**src/design/cfg_pkg.sv**
```systemverilog
// Configuration register block definitions
// Word widths, map sizes, field positions in both register maps
// and the reset image of the read-write map
`default_nettype none

package cfg_pkg;

    // ----------------------------------------
    // Word formats
    // ----------------------------------------
    localparam int CMD_W = 64;
    localparam int RSP_W = 32;

    typedef logic [CMD_W-1:0] cmd_word_t;
    typedef logic [RSP_W-1:0] rsp_word_t;

    localparam int DWADDR_W        = 10;   // Management dword address
    localparam int FIFO_DEPTH_LOG2 = 4;

    // Map sizes in bits
    localparam int RW_BITS = 128;
    localparam int RO_BITS = 128;

    localparam logic [15:0] RW_MAGIC = 16'h6745;
    localparam logic [15:0] RO_MAGIC = 16'h2301;

    // ----------------------------------------
    // Read-write map
    // ----------------------------------------
    localparam int POS_RD_REQ        = 16;
    localparam int POS_WR_REQ        = 17;
    localparam int POS_WAIT_COMPLETE = 18;
    localparam int POS_MGMT_DI       = 64;    // Byte 8
    localparam int POS_MGMT_DWADDR   = 96;    // Byte 12
    localparam int POS_WR_READONLY   = 106;
    localparam int POS_WR_RW1C_AS_RW = 107;
    localparam int POS_MGMT_BYTE_EN  = 108;

    localparam logic [RW_BITS-1:0] RW_RESET = {
        16'h0000,                  // Spare
        4'hf,                      // Byte enables
        12'h000,                   // Flags and dword address
        32'h0000_0000,             // Management write data
        32'(RW_BITS / 8),          // Byte count
        16'h0000,                  // Control bits
        RW_MAGIC
    };

    // ----------------------------------------
    // Read-only map
    // ----------------------------------------
    localparam int POS_RD_BUSY      = 16;
    localparam int POS_WR_BUSY      = 17;
    localparam int POS_RO_BYTECOUNT = 32;
    localparam int POS_RES_DATA     = 64;
    localparam int POS_RES_ADDR     = 96;
    localparam int POS_RES_VALID    = 107;
    localparam int POS_RES_BYTE_EN  = 108;
    localparam int POS_PCIE_ID      = 112;

endpackage

`default_nettype wire
```
**src/design/pcie_cfg_regs.sv**
```systemverilog
// PCIe configuration control block, top level
// Command FIFO -> decoder -> register file -> response FIFO, with the
// management sequencer hanging off the register file.
`timescale 1ns/10ps
`default_nettype none

module pcie_cfg_regs #(
    parameter int CMD_DEPTH_LOG2 = cfg_pkg::FIFO_DEPTH_LOG2,
    parameter int RSP_DEPTH_LOG2 = cfg_pkg::FIFO_DEPTH_LOG2
) (
    input  wire logic                         clk_pcie,
    input  wire logic                         rst,
    input  wire logic                         i_cmd_valid,
    input  wire cfg_pkg::cmd_word_t           i_cmd_data,
    output logic                              o_cmd_ready,
    output logic                              o_rsp_valid,
    output cfg_pkg::rsp_word_t                o_rsp_data,
    input  wire logic                         i_rsp_rd_en,
    input  wire logic [15:0]                  i_pcie_id,
    output logic                              o_cfg_mgmt_rd_en,
    output logic                              o_cfg_mgmt_wr_en,
    input  wire logic                         i_cfg_mgmt_rd_wr_done,
    input  wire logic [31:0]                  i_cfg_mgmt_do,
    output logic [31:0]                       o_cfg_mgmt_di,
    output logic [cfg_pkg::DWADDR_W-1:0]      o_cfg_mgmt_dwaddr,
    output logic [3:0]                        o_cfg_mgmt_byte_en,
    output logic                              o_cfg_mgmt_wr_readonly,
    output logic                              o_cfg_mgmt_wr_rw1c_as_rw
);

    import cfg_pkg::*;

    cmd_word_t           cmd_head;
    rsp_word_t           rsp_word;
    logic                cmd_empty;
    logic                cmd_full;
    logic                cmd_rd_en;
    logic                rsp_empty;
    logic                rsp_almost_full;
    logic                rsp_push;
    logic                rd_stb;
    logic                wr_stb;
    logic                map_rw;
    logic                hold;
    logic [15:0]         byte_addr;
    logic [15:0]         bit_addr;
    logic [15:0]         mask;
    logic [15:0]         value;
    logic                rd_req;
    logic                wr_req;
    logic                rd_taken;
    logic                wr_taken;
    logic                rd_busy;
    logic                wr_busy;
    logic [31:0]         result_data;
    logic [DWADDR_W-1:0] result_addr;
    logic                result_valid;
    logic [3:0]          result_byte_en;

    assign o_cmd_ready = ~cmd_full;
    assign o_rsp_valid = ~rsp_empty;

    cfg_sync_fifo #(.payload_t(cmd_word_t), .DEPTH_LOG2(CMD_DEPTH_LOG2)) cmd_fifo_inst (
        .clk_pcie(clk_pcie), .rst(rst), .i_wr_en(i_cmd_valid), .i_rd_en(cmd_rd_en),
        .i_data(i_cmd_data), .o_data(cmd_head), .o_empty(cmd_empty), .o_full(cmd_full),
        .o_almost_full()
    );

    cfg_cmd_decode cmd_decode_inst (
        .clk_pcie(clk_pcie), .rst(rst), .i_fifo_empty(cmd_empty),
        .i_rsp_almost_full(rsp_almost_full), .i_hold(hold), .i_cmd(cmd_head),
        .o_fifo_rd_en(cmd_rd_en), .o_rd_stb(rd_stb), .o_wr_stb(wr_stb), .o_map_rw(map_rw),
        .o_byte_addr(byte_addr), .o_bit_addr(bit_addr), .o_mask(mask), .o_value(value)
    );

    cfg_reg_file reg_file_inst (
        .clk_pcie(clk_pcie), .rst(rst), .i_rd_stb(rd_stb), .i_wr_stb(wr_stb),
        .i_map_rw(map_rw), .i_byte_addr(byte_addr), .i_bit_addr(bit_addr),
        .i_mask(mask), .i_value(value), .i_rd_taken(rd_taken), .i_wr_taken(wr_taken),
        .i_rd_busy(rd_busy), .i_wr_busy(wr_busy), .i_result_data(result_data),
        .i_result_addr(result_addr), .i_result_valid(result_valid),
        .i_result_byte_en(result_byte_en), .i_pcie_id(i_pcie_id),
        .o_rsp_push(rsp_push), .o_rsp_word(rsp_word), .o_hold(hold),
        .o_rd_req(rd_req), .o_wr_req(wr_req), .o_mgmt_di(o_cfg_mgmt_di),
        .o_mgmt_dwaddr(o_cfg_mgmt_dwaddr), .o_mgmt_byte_en(o_cfg_mgmt_byte_en),
        .o_mgmt_wr_readonly(o_cfg_mgmt_wr_readonly),
        .o_mgmt_wr_rw1c_as_rw(o_cfg_mgmt_wr_rw1c_as_rw)
    );

    cfg_mgmt_seq mgmt_seq_inst (
        .clk_pcie(clk_pcie), .rst(rst), .i_rd_req(rd_req), .i_wr_req(wr_req),
        .i_done(i_cfg_mgmt_rd_wr_done), .i_do(i_cfg_mgmt_do),
        .i_dwaddr(o_cfg_mgmt_dwaddr), .i_byte_en(o_cfg_mgmt_byte_en),
        .o_rd_taken(rd_taken), .o_wr_taken(wr_taken), .o_rd_busy(rd_busy),
        .o_wr_busy(wr_busy), .o_cfg_mgmt_rd_en(o_cfg_mgmt_rd_en),
        .o_cfg_mgmt_wr_en(o_cfg_mgmt_wr_en), .o_result_data(result_data),
        .o_result_addr(result_addr), .o_result_valid(result_valid),
        .o_result_byte_en(result_byte_en)
    );

    cfg_sync_fifo #(.payload_t(rsp_word_t), .DEPTH_LOG2(RSP_DEPTH_LOG2)) rsp_fifo_inst (
        .clk_pcie(clk_pcie), .rst(rst), .i_wr_en(rsp_push), .i_rd_en(i_rsp_rd_en),
        .i_data(rsp_word), .o_data(o_rsp_data), .o_empty(rsp_empty), .o_full(),
        .o_almost_full(rsp_almost_full)
    );

endmodule

`default_nettype wire

```
**src/design/cfg_mgmt_seq.sv**
```systemverilog
// Management port sequencer
// Takes read or write request bits from the register file, holds the
// core's enable until done, and captures the completion.
`timescale 1ns/10ps
`default_nettype none

module cfg_mgmt_seq (
    input  wire logic                         clk_pcie,
    input  wire logic                         rst,
    input  wire logic                         i_rd_req,
    input  wire logic                         i_wr_req,
    input  wire logic                         i_done,
    input  wire logic [31:0]                  i_do,
    input  wire logic [cfg_pkg::DWADDR_W-1:0] i_dwaddr,
    input  wire logic [3:0]                   i_byte_en,
    output logic                              o_rd_taken,
    output logic                              o_wr_taken,
    output logic                              o_rd_busy,
    output logic                              o_wr_busy,
    output logic                              o_cfg_mgmt_rd_en,
    output logic                              o_cfg_mgmt_wr_en,
    output logic [31:0]                       o_result_data,
    output logic [cfg_pkg::DWADDR_W-1:0]      o_result_addr,
    output logic                              o_result_valid,
    output logic [3:0]                        o_result_byte_en
);

    logic idle;

    // One access on the port at a time
    assign idle       = ~o_rd_busy & ~o_wr_busy;
    assign o_rd_taken = idle & ~i_done & i_rd_req;
    assign o_wr_taken = idle & ~i_done & ~i_rd_req & i_wr_req;   // Read wins

    always_ff @(posedge clk_pcie)
    begin
        if (rst)
        begin
            o_rd_busy        <= 1'b0;
            o_wr_busy        <= 1'b0;
            o_result_valid   <= 1'b0;
            o_result_data    <= '0;
            o_result_addr    <= '0;
            o_result_byte_en <= '0;
        end
        else if (i_done)
        begin
            o_rd_busy        <= 1'b0;
            o_wr_busy        <= 1'b0;
            o_result_valid   <= 1'b1;
            o_result_data    <= i_do;
            o_result_addr    <= i_dwaddr;
            o_result_byte_en <= i_byte_en;
        end
        else if (o_rd_taken)
        begin
            o_rd_busy      <= 1'b1;
            o_result_valid <= 1'b0;
        end
        else if (o_wr_taken)
        begin
            o_wr_busy      <= 1'b1;
            o_result_valid <= 1'b0;
        end
    end

    // Enables drop in the done cycle
    assign o_cfg_mgmt_rd_en = o_rd_busy & ~i_done;
    assign o_cfg_mgmt_wr_en = o_wr_busy & ~i_done;

endmodule

`default_nettype wire

```
**src/design/cfg_reg_file.sv**
```systemverilog
// Configuration register file
// Holds the read-write map, builds the read-only map from live status,
// applies masked writes and answers reads with a response word.
// Request bits in the read-write map drive the management sequencer.
`timescale 1ns/10ps
`default_nettype none

module cfg_reg_file (
    input  wire logic                         clk_pcie,
    input  wire logic                         rst,
    input  wire logic                         i_rd_stb,
    input  wire logic                         i_wr_stb,
    input  wire logic                         i_map_rw,
    input  wire logic [15:0]                  i_byte_addr,
    input  wire logic [15:0]                  i_bit_addr,
    input  wire logic [15:0]                  i_mask,
    input  wire logic [15:0]                  i_value,
    input  wire logic                         i_rd_taken,
    input  wire logic                         i_wr_taken,
    input  wire logic                         i_rd_busy,
    input  wire logic                         i_wr_busy,
    input  wire logic [31:0]                  i_result_data,
    input  wire logic [cfg_pkg::DWADDR_W-1:0] i_result_addr,
    input  wire logic                         i_result_valid,
    input  wire logic [3:0]                   i_result_byte_en,
    input  wire logic [15:0]                  i_pcie_id,
    output logic                              o_rsp_push,
    output cfg_pkg::rsp_word_t                o_rsp_word,
    output logic                              o_hold,
    output logic                              o_rd_req,
    output logic                              o_wr_req,
    output logic [31:0]                       o_mgmt_di,
    output logic [cfg_pkg::DWADDR_W-1:0]      o_mgmt_dwaddr,
    output logic [3:0]                        o_mgmt_byte_en,
    output logic                              o_mgmt_wr_readonly,
    output logic                              o_mgmt_wr_rw1c_as_rw
);

    import cfg_pkg::*;

    logic [RW_BITS-1:0] rw;
    logic [RO_BITS-1:0] ro;
    logic [RW_BITS-1:0] rw_window;
    logic [RO_BITS-1:0] ro_window;
    logic [RW_BITS-1:0] wr_mask;
    logic [RW_BITS-1:0] wr_bits;
    logic [15:0]        rd_data;

    // ----------------------------------------
    // Read-only map
    // ----------------------------------------
    always_comb
    begin
        ro                                = '0;
        ro[15:0]                          = RO_MAGIC;
        ro[POS_RD_BUSY]                   = i_rd_busy;
        ro[POS_WR_BUSY]                   = i_wr_busy;
        ro[POS_RO_BYTECOUNT +: 32]        = 32'(RO_BITS / 8);
        ro[POS_RES_DATA +: 32]            = i_result_data;
        ro[POS_RES_ADDR +: DWADDR_W]      = i_result_addr;
        ro[POS_RES_VALID]                 = i_result_valid;
        ro[POS_RES_BYTE_EN +: 4]          = i_result_byte_en;
        ro[POS_PCIE_ID +: 16]             = i_pcie_id;
    end

    // Shifting past the end of a map leaves zero
    assign rw_window = rw >> i_bit_addr;
    assign ro_window = ro >> i_bit_addr;
    assign rd_data   = i_map_rw ? rw_window[15:0] : ro_window[15:0];

    // Masked write placed at the window
    assign wr_mask = {{(RW_BITS - 16){1'b0}}, i_mask} << i_bit_addr;
    assign wr_bits = {{(RW_BITS - 16){1'b0}}, i_value} << i_bit_addr;

    always_ff @(posedge clk_pcie)
    begin
        if (rst)
            rw <= RW_RESET;
        else
        begin
            if (i_wr_stb)
                rw <= (rw & ~wr_mask) | (wr_bits & wr_mask);
            if (i_rd_taken)
                rw[POS_RD_REQ] <= 1'b0;     // Sequencer owns it now
            if (i_wr_taken)
                rw[POS_WR_REQ] <= 1'b0;
        end
    end

    // ----------------------------------------
    // Response
    // ----------------------------------------
    always_ff @(posedge clk_pcie)
    begin
        if (rst)
            o_rsp_push <= 1'b0;
        else
            o_rsp_push <= i_rd_stb;
    end

    always_ff @(posedge clk_pcie)
    begin
        if (i_rd_stb)
            o_rsp_word <= {i_byte_addr, rd_data[7:0], rd_data[15:8]};
    end

    assign o_rd_req = rw[POS_RD_REQ];
    assign o_wr_req = rw[POS_WR_REQ];
    assign o_hold   = rw[POS_WAIT_COMPLETE]
                      & (o_rd_req | o_wr_req | i_rd_busy | i_wr_busy);

    assign o_mgmt_di            = rw[POS_MGMT_DI +: 32];
    assign o_mgmt_dwaddr        = rw[POS_MGMT_DWADDR +: DWADDR_W];
    assign o_mgmt_byte_en       = rw[POS_MGMT_BYTE_EN +: 4];
    assign o_mgmt_wr_readonly   = rw[POS_WR_READONLY];
    assign o_mgmt_wr_rw1c_as_rw = rw[POS_WR_RW1C_AS_RW];

endmodule

`default_nettype wire

```
**src/design/cfg_cmd_decode.sv**
```systemverilog
// Command decoder
// Pops the command FIFO on alternate cycles when there is room for a
// response, and turns the head word into read and write strobes with
// unswapped mask and value fields.
`timescale 1ns/10ps
`default_nettype none

module cfg_cmd_decode (
    input  wire logic               clk_pcie,
    input  wire logic               rst,
    input  wire logic               i_fifo_empty,
    input  wire logic               i_rsp_almost_full,
    input  wire logic               i_hold,
    input  wire cfg_pkg::cmd_word_t i_cmd,
    output logic                    o_fifo_rd_en,
    output logic                    o_rd_stb,
    output logic                    o_wr_stb,
    output logic                    o_map_rw,
    output logic [15:0]             o_byte_addr,
    output logic [15:0]             o_bit_addr,
    output logic [15:0]             o_mask,
    output logic [15:0]             o_value
);

    logic        pace;          // Pacing toggle
    logic [1:0]  cmd_type;      // Write, read
    logic [15:0] byte_addr;

    always_ff @(posedge clk_pcie)
    begin
        if (rst)
            pace <= 1'b0;
        else
            pace <= ~pace;
    end

    assign cmd_type  = i_cmd[13:12];
    assign byte_addr = i_cmd[31:16];

    // One pop every second cycle at most, so a request bit set by a
    // write is seen before the next command
    assign o_fifo_rd_en = pace & ~i_fifo_empty & ~i_rsp_almost_full & ~i_hold;

    assign o_rd_stb    = o_fifo_rd_en & cmd_type[0];
    assign o_wr_stb    = o_fifo_rd_en & cmd_type[1] & byte_addr[15]; // RW map only
    assign o_map_rw    = byte_addr[15];
    assign o_byte_addr = byte_addr;

    // Far addresses clamp so they still fall outside both maps
    assign o_bit_addr = (byte_addr[14:13] != 2'b00) ? 16'hffff
                                                    : {byte_addr[12:0], 3'b000};

    // Byte-swapped on the wire
    assign o_mask  = {i_cmd[39:32], i_cmd[47:40]};
    assign o_value = {i_cmd[55:48], i_cmd[63:56]};

endmodule

`default_nettype wire

```
**src/design/cfg_sync_fifo.sv**
```systemverilog
// Synchronous first-word-fall-through FIFO
// The head entry sits on o_data whenever the FIFO is not empty.
// Writes while full and reads while empty are dropped.
`timescale 1ns/10ps
`default_nettype none

module cfg_sync_fifo #(
    parameter type payload_t  = logic [31:0],
    parameter int  DEPTH_LOG2 = cfg_pkg::FIFO_DEPTH_LOG2
) (
    input  wire logic     clk_pcie,
    input  wire logic     rst,
    input  wire logic     i_wr_en,
    input  wire logic     i_rd_en,
    input  wire payload_t i_data,
    output payload_t      o_data,
    output logic          o_empty,
    output logic          o_full,
    output logic          o_almost_full
);

    localparam int DEPTH = 1 << DEPTH_LOG2;

    payload_t            mem [DEPTH];
    logic [DEPTH_LOG2:0] wr_ptr;    // Top bit tells full from empty
    logic [DEPTH_LOG2:0] rd_ptr;
    logic [DEPTH_LOG2:0] count;
    logic                do_wr;
    logic                do_rd;

    assign count         = wr_ptr - rd_ptr;
    assign o_empty       = (count == '0);
    assign o_full        = (count == (DEPTH_LOG2 + 1)'(DEPTH));
    assign o_almost_full = (count >= (DEPTH_LOG2 + 1)'(DEPTH - 2)); // Two or fewer free

    assign do_wr  = i_wr_en & ~o_full;
    assign do_rd  = i_rd_en & ~o_empty;
    assign o_data = mem[rd_ptr[DEPTH_LOG2-1:0]];

    always_ff @(posedge clk_pcie)
    begin
        if (rst)
        begin
            wr_ptr <= '0;
            rd_ptr <= '0;
        end
        else
        begin
            if (do_wr)
                wr_ptr <= wr_ptr + 1'b1;
            if (do_rd)
                rd_ptr <= rd_ptr + 1'b1;
        end
    end

    // Storage
    always_ff @(posedge clk_pcie)
    begin
        if (do_wr)
            mem[wr_ptr[DEPTH_LOG2-1:0]] <= i_data;
    end

endmodule

`default_nettype wire

```
**config.mk**
```make
export PLATFORM = sky130hd
export DESIGN_NAME = pcie_cfg_regs
export DESIGN_NICKNAME = d
export VERILOG_FILES = /design/src/design/cfg_pkg.sv /design/src/design/pcie_cfg_regs.sv /design/src/design/cfg_mgmt_seq.sv /design/src/design/cfg_reg_file.sv /design/src/design/cfg_cmd_decode.sv /design/src/design/cfg_sync_fifo.sv
export SDC_FILE = /design/constraint.sdc
export NUM_CORES = 2
export LEC_CHECK = 0
export BUFFER_PORTS_ARGS = -buffer_cell sky130_fd_sc_hd__buf_4
export CORE_MARGIN = 3
export CORE_UTILIZATION = 45
export CTS_CLUSTER_DIAMETER = 50
export CTS_CLUSTER_SIZE = 40
export DETAILED_ROUTE_END_ITERATION = 10
export PLACE_DENSITY = 0.65
export SLEW_MARGIN = 10
export SYNTH_ARGS = -nofsm -noshare
export SYNTH_HDL_FRONTEND = slang
export SYNTH_SLANG_ARGS = --single-unit
```
**constraint.sdc**
```tcl
create_clock -name clk_pcie -period 13.2 [get_ports clk_pcie]
set_input_delay 2.64 -clock clk_pcie [delete_from_list [all_inputs] [get_ports clk_pcie]]
set_output_delay 2.64 -clock clk_pcie [all_outputs]
set_load 0.03 [all_outputs]
```
==> results.cfg <==
[clocking]
cts_buffer_depth = 3
cts-root-buf = clkbuf_16
clkSlewWorstSetupHoldPaths_ps = 70
ctsHoldBuffers = 0
cts_resized = 0
worstSkewPairLatency_ps = 780
cts_buffers = 132
cts_tree = built
htreeDepth = 4
cts_setup_buffers = 0
clock-sinks = 1551

[detailed_routing]
route.detailed.drc = 0
postRouteAntennaNets = 0
dr.pass1.iters = 6
wire_per_inst_um = 29.3
viasPerCell = 6.17
drtIter0Drc = 4712
wirelength_mm = 168
num_vias = 35400

[finish]
final_util = 0.513
fill_cells = 11200
layout_commonest_cell = edfxtp_1
final_nets = 3884
final_cell_mix = edfxtp_1 (1344), mux4_2 (384), buf_4 (276), nand2_1 (202), dfxtp_1 (200)
drive_above_1_share = 0.261
syn2layout_area_growth_pct = 12.8
fin_area_um2 = 71900

[placement]
placed_cell_area_um2 = 67000
dp_hpwl_mm = 98.0
port_buffers = 186
routabilityCongestion = 0.970

[synth]
avgSynthCellArea_um2 = 17.6
synthCells = 3612
yosysUniqueCellTypes = 88
yosysWarnings = 0
async_flop_share = 0
yosys_register_bits = 1551
synth.top_cell.area_share = 0.633
synth_edf_count = 1344
ys.flop_type = edfxtp_1
ys_top_cells_by_area = edfxtp_1 (63%), mux4_2 (14%), dfxtp_1 (6.5%)
synth_fp_nets = 3748
syn_area_um2 = 63700
synth-seq-area-share = 0.698
yosysTopAreaCell = edfxtp_1

[run_status]
status = completed

[pwr]
clockPowerShare = 0.331
swShare = 0.303
power_leakage_nw = 22.4
vdd_drop_max_uv = 147
intPower_mw = 8.99
p_per_area_nw_per_um2 = 179
power_frac_seq = 0.446
p_comb_frac = 0.223
power_switching_mw = 3.90
p_total_mw = 12.9

[worst_setup_path]
start_kind = register
criticalPathCategory = register to primary output
critPathMaxFanout = 45
required_ps = 10560
end_kind = primary output
crit_arrival_ps = 4840

[timing]
relSlewSlack = 0.228
finalMaxSlewViolations = 0
fmax_mhz = 134
fin_tns_setup_ps = 0
setup_viol = 0
finalHoldViolations = 0
tightest_slew_ps = 1150
rsz0062_at_grt = false
min_period_ps = 7480
whs_ps = 406
period_share = 0.567
skew_ps = 40.2

[grt]
grt_pass1_vias = 35000
busiest_layer = met2
grt_max_degree = 129
met1_usage = 0.324
antenna_found_initial = 16
met3_usage = 0.0491
use_met2 = 0.354
grt_pass1_wl_mm = 246
grt_util_all_layers = 0.230
grt.overflow.total = 0

[floorplanning]
die_x_um = 382
rows = 137
start_util = 0.455
die_area_um2 = 146000
boundaryPins = 201
core-area_um2 = 140000
die-height_um = 382

[hold_path]
hold_class = register to register

[run]
cap_viol_max_count = 0
[metal layers]
| layer | part of all wire | wire [um] |
|---|---|---|
| met2 | 0.46 | 77900 |
| met4 | 0.039 | 6620 |
| met5 | 0.00059 | 99 |
| met1 | 0.41 | 69200 |
| met3 | 0.085 | 14400 |
[power by group through the flow]
| stage | combinational [mW] | clock (mW) | sequential (mW) |
|---|---|---|---|
| floorplan | 2.04 | 0 | 5.75 |
| global placement | 2.85 | 0 | 5.85 |
| detailed placement | 2.86 | 0 | 5.87 |
| CTS | 2.87 | 4.34 | 5.76 |
| global route | 3.02 | 4.53 | 5.78 |
| finish | 2.88 | 4.27 | 5.75 |
[layout make-up]
type                    count  area [um^2]  area share
flip-flops and latches   1551        44500       0.619
multi-input cells        1750        17900       0.249
clock buffers             147         3550      0.0494
well taps                1876         2350      0.0327
repair buffers            278         2100      0.0293
clock inverters            96         1320      0.0183
inverters                  35          135     0.00188
diodes                      6         15.0    0.000209
[critical path, cell delays in order, from the launching register on]
cell	delay, ps
dfxtp_4	940
buf_4	790
buf_4	840
mux4_2	610
mux4_2	580
buf_4	210
[cells by family after synthesis]
| logic type | after synthesis | share of synthesized area |
|---|---|---|
| XOR/XNOR | 19 | 0.00261 |
| AO/OA/AOI/OAI | 457 | 0.0509 |
| adder cells (fa/ha/maj) | 19 | 0.00385 |
| buffers and inverters | 311 | 0.0245 |
| flip-flops | 1551 | 0.698 |
| AND/OR/NAND/NOR | 671 | 0.0501 |
| multiplexers | 584 | 0.170 |
[synth_stat cells, types with 13 or more instances]
library cell and count:
mux2i_1 172, nand3_1 54, a22oi_1 37, mux2_2 19
a21oi_1 78, or3_1 24, edfxtp_1 1344, dfxtp_1 207
clkbuf_1 133, buf_1 33, ha_1 18, nand2_1 203
inv_1 31, o22ai_1 22, buf_4 63, buf_2 36
nand4_1 19, o41ai_1 20, nor3_1 77, mux4_2 384
nor2b_1 15, o221ai_1 13, o211ai_1 40, o21ai_0 83
or4_1 20, o31ai_1 24, nor2_1 190, o311ai_0 15
[sequential cells by signal, indices dropped and copies added (netlist names), 10 cells and up, named ones only]
| signal | flops |
|---|---|
| rsp_fifo_inst.mem | 512 |
| mgmt_seq_inst.o_result_addr | 10 |
| cmd_fifo_inst.mem | 800 |
| mgmt_seq_inst.o_result_data | 32 |
| reg_file_inst.o_rsp_word | 32 |
[path summary, 6_finish.rpt]
| path | endpoint | startpoint | depth (start not counted) | slack (ps) |
|---|---|---|---|---|
| setup / recovery | o_rsp_data[2] | register | 5 | 5720 |
| hold / removal | cmd_decode_inst.pace$_SDFF_PP0_ | cmd_decode_inst.pace$_SDFF_PP0_ | 1 | 410 |
| setup reg to reg | reg_file_inst.o_rsp_word[11]$_SDFFCE_PN0P_ | register | 12 | 6050 |
| hold reg to reg | cmd_decode_inst.pace$_SDFF_PP0_ | cmd_decode_inst.pace$_SDFF_PP0_ | 1 | 410 |
[metrics by stage]
stage          std cells  worst slack, ps
2_1_floorplan       3612             6080
3_3_place_gp        5490             6060
3_5_place_dp        5490             6050
4_1_cts             5733             5490
5_1_grt             5733             5260
6_report            5739             5720
(Power assumes the default switching activity.)
